==> src/mips_pkg.sv <==
package mips_pkg;

    ////////////////////////////////////////////////////////////////////////////
    // Widths and sizes
    ////////////////////////////////////////////////////////////////////////////

    // Datapath word
    localparam int DATA_W      = 32;

    // Register file
    localparam int REG_ADDR_W  = 5;
    localparam int NUM_REGS    = 32;

    // Data memory, word addressed
    localparam int DMEM_WORDS  = 64;
    localparam int DMEM_ADDR_W = 6;

    // Instruction fields
    localparam int OPCODE_W    = 6;
    localparam int FUNCT_W     = 6;
    localparam int IMM_W       = 16;

    ////////////////////////////////////////////////////////////////////////////
    // Instruction codes
    ////////////////////////////////////////////////////////////////////////////

    // Primary opcodes, instr[31:26]
    localparam logic [OPCODE_W-1:0] OP_RTYPE = 6'h00;
    localparam logic [OPCODE_W-1:0] OP_ADDI  = 6'h08;
    localparam logic [OPCODE_W-1:0] OP_ANDI  = 6'h0c;
    localparam logic [OPCODE_W-1:0] OP_ORI   = 6'h0d;
    localparam logic [OPCODE_W-1:0] OP_LUI   = 6'h0f;
    localparam logic [OPCODE_W-1:0] OP_LW    = 6'h23;
    localparam logic [OPCODE_W-1:0] OP_SW    = 6'h2b;

    // R-type function codes, instr[5:0]
    localparam logic [FUNCT_W-1:0]  FN_ADD   = 6'h20;
    localparam logic [FUNCT_W-1:0]  FN_SUB   = 6'h22;
    localparam logic [FUNCT_W-1:0]  FN_AND   = 6'h24;
    localparam logic [FUNCT_W-1:0]  FN_OR    = 6'h25;
    localparam logic [FUNCT_W-1:0]  FN_SLT   = 6'h2a;

    ////////////////////////////////////////////////////////////////////////////
    // ALU operations
    ////////////////////////////////////////////////////////////////////////////

    localparam int ALU_OP_W = 3;

    localparam logic [ALU_OP_W-1:0] ALU_ADD  = 3'd0;
    localparam logic [ALU_OP_W-1:0] ALU_SUB  = 3'd1;
    localparam logic [ALU_OP_W-1:0] ALU_AND  = 3'd2;
    localparam logic [ALU_OP_W-1:0] ALU_OR   = 3'd3;
    localparam logic [ALU_OP_W-1:0] ALU_SLT  = 3'd4;
    // Immediate into the upper half, low half cleared
    localparam logic [ALU_OP_W-1:0] ALU_LUI  = 3'd5;

endpackage

==> src/alu.sv <==
`timescale 1ns/10ps

module alu
    import mips_pkg::*;
(
    input  logic [ALU_OP_W-1:0] i_op,
    input  logic [DATA_W-1:0]   i_a,
    input  logic [DATA_W-1:0]   i_b,
    output logic [DATA_W-1:0]   o_y
);

    logic [DATA_W-1:0] sum;
    logic [DATA_W-1:0] diff;
    logic              less;

    ////////////////////////////////////////////////////////////////////////////
    // Arithmetic
    ////////////////////////////////////////////////////////////////////////////

    // Carry out and overflow simply drop off
    assign sum  = i_a + i_b;
    assign diff = i_a - i_b;

    // Signed compare for slt
    assign less = ($signed(i_a) < $signed(i_b));

    ////////////////////////////////////////////////////////////////////////////
    // Result select
    ////////////////////////////////////////////////////////////////////////////

    always_comb
    begin
        case (i_op)
            ALU_ADD:
            begin
                o_y = sum;
            end
            ALU_SUB:
            begin
                o_y = diff;
            end
            ALU_AND:
            begin
                o_y = i_a & i_b;
            end
            ALU_OR:
            begin
                o_y = i_a | i_b;
            end
            ALU_SLT:
            begin
                o_y = {{(DATA_W-1){1'b0}}, less};
            end
            // Low half of B moves up, low half cleared
            ALU_LUI:
            begin
                o_y = {i_b[IMM_W-1:0], {(DATA_W-IMM_W){1'b0}}};
            end
            default:
            begin
                o_y = '0;
            end
        endcase
    end

endmodule

==> config.mk <==
export PLATFORM = sky130hd
export DESIGN_NAME = alu
export DESIGN_NICKNAME = d
export VERILOG_FILES = /design/src/mips_pkg.sv /design/src/alu.sv
export SDC_FILE = /design/constraint.sdc
export NUM_CORES = 1
export LEC_CHECK = 0
export ABC_AREA = 1
export BUFFER_PORTS_ARGS = -buffer_cell sky130_fd_sc_hd__buf_4
export CAP_MARGIN = 20
export CORE_MARGIN = 2
export CORE_UTILIZATION = 59
export DETAILED_ROUTE_END_ITERATION = 10
export GPL_ROUTABILITY_DRIVEN = 0
export PLACE_DENSITY = 0.82
export SYNTH_ARGS = -nofsm -noshare
export SYNTH_HDL_FRONTEND = slang
export SYNTH_SLANG_ARGS = --single-unit
==> constraint.sdc <==
create_clock -name vclk -period 2.7
set_input_delay 0.54 -clock vclk [all_inputs]
set_output_delay 0.54 -clock vclk [all_outputs]
set_load 0.01 [all_outputs]
==> results of run 1 <==
## per-layer routing
| layer | global-route usage [%] | GRT overflow |
|---|---|---|
| met2 | 92.81 | 25 |
| met1 | 78.25 | 0 |
| met4 | 74.36 | 5 |
| met3 | 65.94 | 0 |
| met5 | 51.34 | 1 |
## what timing repair did
| action | 4_1_cts |
|---|---|
| resized for setup | 271 |
| pin swaps | 62 |
| hold endpoints to repair | 0 |
| setup endpoints to repair | 29 |
| buffers inserted | 24 |
## cells by family after synthesis
logic type      after synthesis  share of synthesized area, %
simple gates                724                         47.77
buf+inv                     328                         20.27
compound gates              136                         12.26
fa+ha+maj                    98                         19.43
xor+xnor                      2                        0.2742
## per-stage QoR
| step | instances | util (%) |
|---|---|---|
| after floorplan | 1288 | - |
| after global placement | 1692 | 83.10 |
| after detailed placement | 1692 | 83.10 |
| after CTS | 1716 | 94.55 |
==> metrics.md, run 1 <==
| Metric | Value |
|---|---|
| Hold buffers post-CTS | 0 |
| Share of the yosys chip area belonging to registers | 0% |
| Die W | 108.1 um |
| Vias in the first global route | 12784 |
| Placed cell areas | 0.008656 mm2 |
| Yosys top cell by area | nand2_1 |
| Largest net degree at the start of global routing | 33 |
| Dpl hpwl | 21590 um |
| Distinct cells, synth | 38 |
| Top cells by count, synth | 439 x nand2_1, 289 x inv_1, 126 x nand3_1 |
| Post-Syn Area per Cell | 4.960 um2 |
| First-pass GRT wire length | 70190 um |
| Rows | 37 |
| Outcome | stopped before the end |
| Failed at | 5_1_grt |
| Syn_nets | 1453 |
| Die Y | 108.1 um |
| Netlist Area Pre-Place | 0.006389 mm2 |
| Effective utilization at floorplan | 61.33% |
| Cell with the most instances after synthesis | nand2_1 |
| Worst slack, placed | -0.3561 ns |
| Cells after synthesis | 1288 |
| Congestion Overflow GR | 31 |
| All-Layer GR Usage | 78.46% |
| Error | [ERROR GRT-0116] Global routing finished with congestion. Check the congestion regions in the DRC Viewer. |
| Synth area leaders | nand2_1 26%, ha_1 19%, inv_1 17% |
| Port Buf Inserts | 99 |
| Synth Warn # | 0 |
| Top cell type's share of synthesized area | 25.79% |
| I/O pin cnt | 99 |
==> run 2: changes to the inputs <==
--- a/config.mk
+++ b/config.mk
@@ -9,10 +9,10 @@
 export BUFFER_PORTS_ARGS = -buffer_cell sky130_fd_sc_hd__buf_4
 export CAP_MARGIN = 20
 export CORE_MARGIN = 2
-export CORE_UTILIZATION = 59
+export CORE_UTILIZATION = 40
 export DETAILED_ROUTE_END_ITERATION = 10
 export GPL_ROUTABILITY_DRIVEN = 0
-export PLACE_DENSITY = 0.82
+export PLACE_DENSITY_LB_ADDON = 0.15
 export SYNTH_ARGS = -nofsm -noshare
 export SYNTH_HDL_FRONTEND = slang
 export SYNTH_SLANG_ARGS = --single-unit
==> run 2 against run 1 <==
Net effect: the flow now finishes, with violations (negative setup slack); area after synthesis unchanged; synthesized cell count unchanged.
==> metrics.md, run 2 <==
| Metric | Value |
|---|---|
| Met3 usage | 1.669% |
| Psw | 1.491 mW |
| Overall power | 2.639 mW |
| Worst EP required | 2.16 ns |
| Final setup TNS | -2.046 ns |
| First-pass GRT wire length | 43580 um |
| Hold buffers post-CTS | 0 (unchanged) |
| Max Clock Freq | 0.3510 GHz |
| Congestion Overflow GR | 0 |
| FF+latch area | 0 um2 |
| Final Worst Setup Slack | -0.1493 ns |
| Vias/cell | 5.451 |
| Leakage | 6.334 nW |
| Slew @ Worst Pin | 0.4757 ns |
| All-Layer GR Usage | 32.41% |
| Synth area leaders | nand2_1 26%, ha_1 19%, inv_1 17% |
| Syn_nets | 1453 (unchanged) |
| Crit path kind | in2out |
| I/O pin cnt | 99 (unchanged) |
| Core area | 0.01577 mm2 |
| Largest net degree at the start of global routing | 29 |
| Top cell type's share of synthesized area | 25.79% (unchanged) |
| Clock share of power | 0% |
| Seq cells | 0 |
| Cells after synthesis | 1288 (unchanged) |
| Die Area | 0.01700 mm2 |
| Nets | 1793 |
| Sequential share of power | 0% |
| Outcome | finished with violations |
| CP Capture Type | primary output |
| Synth Warn # | 0 (unchanged) |
| Gate power share | 100.0% |
| Minimum clock period | 2.849 ns |
| Final Non-Filler Cells | 1842 |
| Clock buffers | 0 |
| Effective utilization at floorplan | 40.51% (-21 points) |
| CP Data Arrival Time | 2.31 ns |
| Post-Syn Area per Cell | 4.960 um2 (unchanged) |
| Rows | 46 (+24%) |
| Routing usage on met2 | 57.19% |
| RSZ-0062 raised after global routing | yes |
| Placed Cells incl. Taps | 1801 (+6.4%) |
| Fraction of layout cells with a size suffix above 1 | 51.48% |
| Max cap viols | 0 |
| Initial antenna violation count | 0 |
| Distinct cells, synth | 38 (unchanged) |
| Port Buf Inserts | 99 (unchanged) |
| DR pass1 iterations | 8 |
| Met1 usage | 40.18% |
| WL per Instance | 17.70 um |
| Startpoint Class | primary input |
| Yosys top cell by area | nand2_1 |
| Area grow syn2layout | 82.39% |
| Failing checks | negative setup slack |
| Cell with the most instances after synthesis | nand2_1 |
| Max Fanout on Critical Path | 7 |
| Total number of vias | 10040 |
| Final Hold Vio Count | 0 |
| Final ANT Viol Nets | 0 |
| Post-Route WL | 32610 um |
| # diodes | 0 |
| Slew HR | 68.25% |
| Top cells by count, synth | 439 x nand2_1, 289 x inv_1, 126 x nand3_1 |
| Switching Share | 56.48% |
| DRC viols | 0 |
| Cell Pwr Density | 226.5 mW/mm2 |
| IR drop worst, VDD | 0.1134 mV |
| Initial drt markers | 1069 |
| Netlist Area Pre-Place | 0.006389 mm2 (unchanged) |
| Die W | 130.4 um (+21%) |
| Vias in the first global route | 8945 |
| Hold Path Class | in2out |
| Internal | 1.148 mW |
| Dpl hpwl | 22790 um (+5.6%) |
| Most frequent cells in the layout | 307 x buf_4, 279 x nand2_1, 210 x inv_1 |
| Fillers | 1246 |
| Commonest non-fill, non-tap cell in the layout | buf_4 |
| Max Slew Vio Count | 0 |
| Worst slack, placed | -0.3668 ns (-0.01069 ns) |
| GRT Max-Usage Layer | met2 |
| Final worst path period share | 105.5% |
| Die Y | 130.4 um (+21%) |
| Share of the yosys chip area belonging to registers | 0% (unchanged) |
| Final Setup Violations | 27 |
-- run 2: cell counts after synthesis --
Identical to the previous run, type by type.
-- run 2: power groups by stage --
stage | registers [mW] | logic [mW] | clock network [mW]
final | 0 | 2.64 | 0
after global routing | 0 | 2.80 | 0
after CTS | 0 | 2.16 | 0
after detailed placement | 0 | 1.80 | 0
after global placement | 0 | 1.79 | 0
after floorplan | 0 | 0.942 | 0
-- run 2: per-layer routing --
layer	vias up	part of all wire (%)
met5	-	0
met4	0	8.5
met3	244	8.0
met2	625	46
met1	4510	38
li1	4661	-
-- run 2: area by class of cell --
cell class         instances  area [um2]  area share (%)
well taps                216       270.3           2.319
multi-input cells        960        7133           61.22
repair buffers           371        3077           26.40
inverters                295        1172           10.06
-- run 2: final timing paths --
| check | from | to | cells past startpoint |
|---|---|---|---|
| setup / recovery | i_a[2] | o_y[15] | 15 |
| hold / removal | i_op[0] | o_y[0] | 5 |
-- run 2: cell families after synthesis --
logic type | after synthesis | share of synthesized area, %
adders and majority gates | 98 | 19.43
xor gates and xnor gates | 2 | 0.2742
AOI/OAI and AO/OA | 136 | 12.26
buffers and inverters | 328 | 20.27
and+or+nand+nor | 724 | 47.77
-- run 2: what timing repair did --
action / CTS / global route
setup buffers: 24 / 17
setup endpoints to repair: 30 / 28
pin swaps: 71 / 144
cloned: 0 / 0
gates resized for setup: 339 / 340
-- run 2: per-stage QoR --
stage,instance area [um2],utilization [%],hold slack [ns]
floorplan,6389,-,1.232
global placement,8961,56.82,1.449
detailed placement,8961,56.82,1.445
CTS,10400,65.95,1.445
global route,11650,73.89,1.477
finish,11650,73.89,1.473
-- run 2: worst max-delay path, cell delays in order --
cell      delay [ns]
buf_6           0.08
inv_2           0.04
ha_4            0.28
buf_6           0.14
nor2_4          0.13
nand2_2         0.10
nand2_2         0.13
nand2_2         0.07
nand2_2         0.10
nand2_2         0.07
nand2_4         0.10
a21oi_2         0.06
o21ai_1         0.09
nand3b_1        0.19
buf_6           0.18
Note: power is estimated with default switching activity, not from simulation.
==> run 3: changes to the inputs <==
--- a/config.mk
+++ b/config.mk
@@ -12,7 +12,7 @@
 export CORE_UTILIZATION = 40
 export DETAILED_ROUTE_END_ITERATION = 10
 export GPL_ROUTABILITY_DRIVEN = 0
-export PLACE_DENSITY_LB_ADDON = 0.15
+export PLACE_DENSITY = 0.6
 export SYNTH_ARGS = -nofsm -noshare
 export SYNTH_HDL_FRONTEND = slang
 export SYNTH_SLANG_ARGS = --single-unit
==> run 3 against run 2 <==
Net effect: critical path type unchanged; fmax fell by 3.1%; global-route usage up 0.76 points; sequential cell count is the same; first-iteration DRC count shrank 14%; total power increased by 3.4%; the run still ends with negative setup slack left; design area is 1.3% higher; critical path depth shrank 2; clock-buffer cell count is the same.
==> metrics.md, run 3 (synthesis results as in run 2) <==
| Metric | Value |
|---|---|
| Dpl hpwl | 23000 um (+0.89%) |
| RSZ-0062 raised after global routing | yes |
| Largest net degree at the start of global routing | 25 (-14%) |
| DRC viols | 0 (unchanged) |
| Fraction of layout cells with a size suffix above 1 | 50.79% (-0.68 points) |
| First-pass GRT wire length | 44390 um (+1.9%) |
| Sequential share of power | 0% (unchanged) |
| Gate power share | 100.0% (about the same) |
| CP Data Arrival Time | 2.40 ns (+0.09 ns) |
| Worst EP required | 2.16 ns (about the same) |
| Multi-input combinational cell area | 0.007153 mm2 (+0.28%) |
| Final Hold Vio Count | 0 (unchanged) |
| M1 WL | 12500 um (+0.99%) |
| Met2 WL | 15460 um (+4.1%) |
| # diodes | 0 (unchanged) |
| Minimum clock period | 2.940 ns (+0.09105 ns) |
| Psw | 1.547 mW (+3.8%) |
| Clock buffers | 0 (unchanged) |
| Vias/cell | 5.586 (+2.5%) |
| Final Worst Setup Slack | -0.2403 ns (-0.09105 ns) |
| Vias in the first global route | 9030 (+0.95%) |
| Final ANT Viol Nets | 0 (unchanged) |
| I/O pin cnt | 99 (unchanged) |
| Internal | 1.181 mW (+2.8%) |
| Nets | 1805 (+0.67%) |
| Post-Route WL | 34430 um (+5.6%) |
| Most frequent cells in the layout | 316 x buf_4, 289 x nand2_1, 213 x inv_1 |
| Hold_ws | 1.460 ns (-0.01279 ns) |
| Die Y | 130.4 um (unchanged) |
| Commonest non-fill, non-tap cell in the layout | buf_4 |
| Final Setup Violations | 27 (unchanged) |
| Startpoint Class | primary input |
| Area grow syn2layout | 84.82% |
| CP Capture Type | primary output |
| Final worst path period share | 108.9% (+3.4 points) |
| Max cap viols | 0 (unchanged) |
| Clock share of power | 0% (unchanged) |
| Fillers | 1186 (-4.8%) |
| Final core occ | 74.87% (+0.98 points) |
| Rows | 46 (unchanged) |
| Hold Path Stages | 5 (unchanged) |
| WL per Instance | 18.57 um (+4.9%) |
| Die Area | 0.01700 mm2 (unchanged) |
| FF+latch area | 0 um2 (unchanged) |
| Placed cell areas | 0.008981 mm2 (+0.22%) |
| WL met3 | 3475 um (+34%) |
| DR pass1 iterations | 6 (-2) |
| Leakage | 6.478 nW (+2.3%) |
| Design Area, Final | 0.01181 mm2 (+1.3%) |
| Outcome | finished with violations |
| Hold buffers post-CTS | 0 (unchanged) |
| Effective utilization at floorplan | 40.51% (unchanged) |
| Failing checks | negative setup slack |
| Congestion Overflow GR | 0 (unchanged) |
| Slew @ Worst Pin | 0.6936 ns (+0.2179 ns) |
| Max Clock Freq | 0.3401 GHz (-3.1%) |
| Max Fanout on Critical Path | 3 (-4) |
| Highest metal used | met4 |
| Max Slew Vio Count | 0 (unchanged) |
| Initial drt markers | 922 (-14%) |
| Crit path kind | in2out |
| Seq cells | 0 (unchanged) |
| Slew HR | 53.76% (-14 points) |
| Core area | 0.01577 mm2 (unchanged) |
| Hold Path Class | in2out |
| Die W | 130.4 um (unchanged) |
| Port Buf Inserts | 99 (unchanged) |
| Total number of vias | 10357 (+3.2%) |
| Worst slack, placed | -0.3726 ns (-0.005847 ns) |
| Initial antenna violation count | 0 (unchanged) |
| Cell Pwr Density | 231.0 mW/mm2 (+2.0%) |
| All-Layer GR Usage | 33.17% (+0.76 points) |
| IR drop worst, VDD | 0.1145 mV (+0.98%) |
| Switching Share | 56.70% (+0.22 points) |
==> run 3: changes by cell type in the layout (fill, tap and decap cells not counted), sizes merged <==
| cell | change |
|---|---|
| buf | +12 |
==> run 3: repair_timing <==
| item | CTS | global route |
|---|---|---|
| setup endpoints to repair | 29 | 30 |
| setup buffers | 21 | 32 |
| pin swaps | 58 | 156 |
| resized for setup | 306 | 374 |
==> run 3: worst max-delay path, cell delays in order <==
cell and delay (ns):
buf_4 0.13, buf_4 0.13, ha_1 0.24, nand2_1 0.07, nand2_1 0.20, nand2_1 0.19, nand2_2 0.11, a21oi_4 0.17
buf_4 0.13, nand3_1 0.06, nand3_1 0.08, nand3b_1 0.16, buf_4 0.19
==> run 3: power by group through the flow <==
stage / registers (mW) / clock network (mW) / logic, mW
after floorplan: 0 / 0 / 0.942
after global placement: 0 / 0 / 1.79
after detailed placement: 0 / 0 / 1.81
after CTS: 0 / 0 / 2.15
after global routing: 0 / 0 / 2.87
final: 0 / 0 / 2.73
==> run 3: cell type report <==
cell class                      count  share of cell area (%)
Multi-Input combinational cell    960                   60.58
Inverter                          295                   10.01
Tap cell                          216                   2.289
Timing Repair Buffer              383                   27.12
==> run 3: routing by layer <==
metal / vias to the layer above / global-route usage (%)
li1: 4708 / -
met2: 706 / 55.90
met5: - / 0
met3: 240 / 3.013
met1: 4703 / 42.35
met4: 0 / 17.02
==> run 3: per-stage QoR <==
step | setup TNS (ns) | power [mW] | cells
after floorplan | 0 | 0.9418 | 1288
after global placement | -7.129 | 1.792 | 1802
after detailed placement | -7.875 | 1.809 | 1802
after CTS | -0.4087 | 2.153 | 1823
after global routing | -5.421 | 2.873 | 1854
final | -3.770 | 2.728 | 1854
==> run 3: path summary, 6_finish.rpt <==
path / from / end / slack (ns)
worst max-delay path: i_a[11] / o_y[15] / -0.24
worst min-delay path: i_op[0] / o_y[0] / 1.46
==> run 4: changes to the inputs <==
--- a/config.mk
+++ b/config.mk
@@ -13,6 +13,7 @@
 export DETAILED_ROUTE_END_ITERATION = 10
 export GPL_ROUTABILITY_DRIVEN = 0
 export PLACE_DENSITY = 0.6
+export REMOVE_ABC_BUFFERS = 1
 export SYNTH_ARGS = -nofsm -noshare
 export SYNTH_HDL_FRONTEND = slang
 export SYNTH_SLANG_ARGS = --single-unit
==> run 4 against run 3 <==
Net effect: the run still ends with negative setup slack left; cell count shrank 0.81%; worst setup slack gained 0.078 ns; global-route usage shrank 1.8 points; via count shrank 6.9%; critical path type unchanged; critical endpoint is now o_y[12]; highest routed layer unchanged.
==> metrics.md, run 4 (synthesis results as in run 2) <==
| Metric | Value |
|---|---|
| Outcome | finished with violations |
| Failing checks | negative setup slack |
| Largest net degree at the start of global routing | 25 (unchanged) |
| Die Area | 0.01700 mm2 (unchanged) |
| Rows | 46 (unchanged) |
| Nets | 1790 (-0.83%) |
| Commonest non-fill, non-tap cell in the layout | buf_4 |
| RSZ-0062 raised after global routing | yes |
| Most frequent cells in the layout | 326 x buf_4, 307 x nand2_1, 231 x inv_1 |
| Crit path to | o_y[12] |
| Dpl hpwl | 22620 um (-1.7%) |
| Die W | 130.4 um (unchanged) |
| FF+latch area | 0 um2 (unchanged) |
| Max Slew Vio Count | 0 (unchanged) |
| CP Data Arrival Time | 2.32 ns (-0.08 ns) |
| First-pass GRT wire length | 41920 um (-5.6%) |
| Crit path max-delay family | buffers and inverters |
| Initial antenna violation count | 0 (unchanged) |
| Final Setup Violations | 24 (-11%) |
| Final Hold Vio Count | 0 (unchanged) |
| Crit path kind | in2out |
| IR drop worst, VDD | 0.1149 mV (+0.32%) |
| Vias in the first global route | 8511 (-5.7%) |
| Slew HR | 66.42% (+13 points) |
| Initial drt markers | 901 (-2.3%) |
| Vias/cell | 5.243 (-6.1%) |
| DR pass1 iterations | 8 (+2) |
| Design Area, Final | 0.01123 mm2 (-4.9%) |
| Post-Route WL | 30230 um (-12%) |
| Leakage | 6.232 nW (-3.8%) |
| CP peak stage delay | 0.37 ns (+0.13 ns) |
| Effective utilization at floorplan | 40.51% (unchanged) |
| WL per Instance | 16.44 um (-11%) |
| Max cap viols | 0 (unchanged) |
| Stages on the worst setup path | 14 (+1) |
| Final ANT Viol Nets | 0 (unchanged) |
| Final worst path period share | 106.0% (-2.9 points) |
| Cell Pwr Density | 220.2 mW/mm2 (-4.7%) |
| Placed Cells incl. Taps | 1805 (+0.17%) |
| Core area | 0.01577 mm2 (unchanged) |
| Setup crit start | i_a[0] |
| CP Capture Type | primary output |
| Max Clock Freq | 0.3494 GHz (+2.7%) |
| Area grow syn2layout | 75.79% |
| Bufs and invs on worst path | 5 (+1) |
| Startpoint Class | primary input |
| Final Non-Filler Cells | 1839 (-0.81%) |
| Hold Path Class | in2out |
| Minimum clock period | 2.862 ns (-0.07815 ns) |
| I/O pin cnt | 99 (unchanged) |
| Total number of vias | 9642 (-6.9%) |
| Port Buf Inserts | 99 (unchanged) |
| Fraction of layout cells with a size suffix above 1 | 47.26% (-3.5 points) |
| Congestion Overflow GR | 0 (unchanged) |
| Worst slack, placed | -0.4094 ns (-0.03678 ns) |
| Slowest CP cell | fa_2 |
| Clock buffers | 0 (unchanged) |
| Seq cells | 0 (unchanged) |
| Placed cell areas | 0.009004 mm2 (+0.25%) |
| Slew @ Worst Pin | 0.5031 ns (-0.1905 ns) |
| Final Worst Setup Slack | -0.1622 ns (+0.07815 ns) |
| Fillers | 1401 (+18%) |
| All-Layer GR Usage | 31.39% (-1.8 points) |
| Worst path cell trace | buf_8 > inv_6 > ha_4 > fa_2 > inv_4 > nand2_4 > nand3_4 > buf_4 > nand2_2 > nand3_4 > a21oi_2 > o21ai_1 > o211ai_1 > buf_4 |
| Worst EP required | 2.16 ns (about the same) |
| Die Y | 130.4 um (unchanged) |
| Hold buffers post-CTS | 0 (unchanged) |
| # diodes | 0 (unchanged) |
| DRC viols | 0 (unchanged) |
| Max Fanout on Critical Path | 3 (unchanged) |
run 4: changes by cell type in the layout (fill, tap and decap cells not counted), sizes merged:
| cell | change |
|---|---|
| buf | -15 |
run 4: worst min-delay path by stage:
stage,start,to,cells after the start
after floorplan,i_op[1],o_y[0],3
after detailed placement,i_op[0],o_y[0],5
after global routing,i_op[0],o_y[0],5
after CTS,i_op[0],o_y[0],5
after global placement,i_op[0],o_y[0],5
final,i_op[0],o_y[0],5
run 4: worst min-delay path, stage by stage:
cell     delay, ns
buf_4         0.09
nor3_1        0.05
nand2_2       0.06
nand2_2       0.04
buf_6         0.11
run 4: layout make-up:
type / instances / area [um2] / share of cell area (%)
inverters: 295 / 1137 / 10.13
multi-input cells: 960 / 6867 / 61.14
well taps: 216 / 270.3 / 2.406
repair buffers: 368 / 2957 / 26.33
run 4: layer usage:
metal	track usage, %	vias to the layer above	share of wire (%)	wire length [um]
met4	16.02	0	6.6	2001
met2	53.99	497	47	14140
met5	0	-	0	0
li1	-	4652	-	-
met3	3.135	136	8.2	2470
met1	39.06	4357	38	11620
run 4: report_power, final:
group          leakage [nW]  switching [mW]  internal (mW)
clock                     0               0              0
combinational          6.23            1.39           1.09
sequential                0               0              0
total                  6.23            1.39           1.09
run 4: timing repair:
item                       CTS  global route
setup endpoints to repair   29            28
pin swaps                   27           106
gates resized for setup    182           370
setup buffers               12            23
run 4: per-stage QoR:
step / util [%] / power [mW] / setup TNS [ns] / hold slack [ns]
detailed placement: 57.09 / 1.800 / -7.588 / 1.445
global placement: 57.09 / 1.782 / -6.736 / 1.447
global route: 71.22 / 2.645 / -3.316 / 1.465
floorplan: - / 0.9146 / 0 / 1.232
CTS: 62.03 / 1.996 / -1.550 / 1.442
finish: 71.22 / 2.473 / -1.590 / 1.437
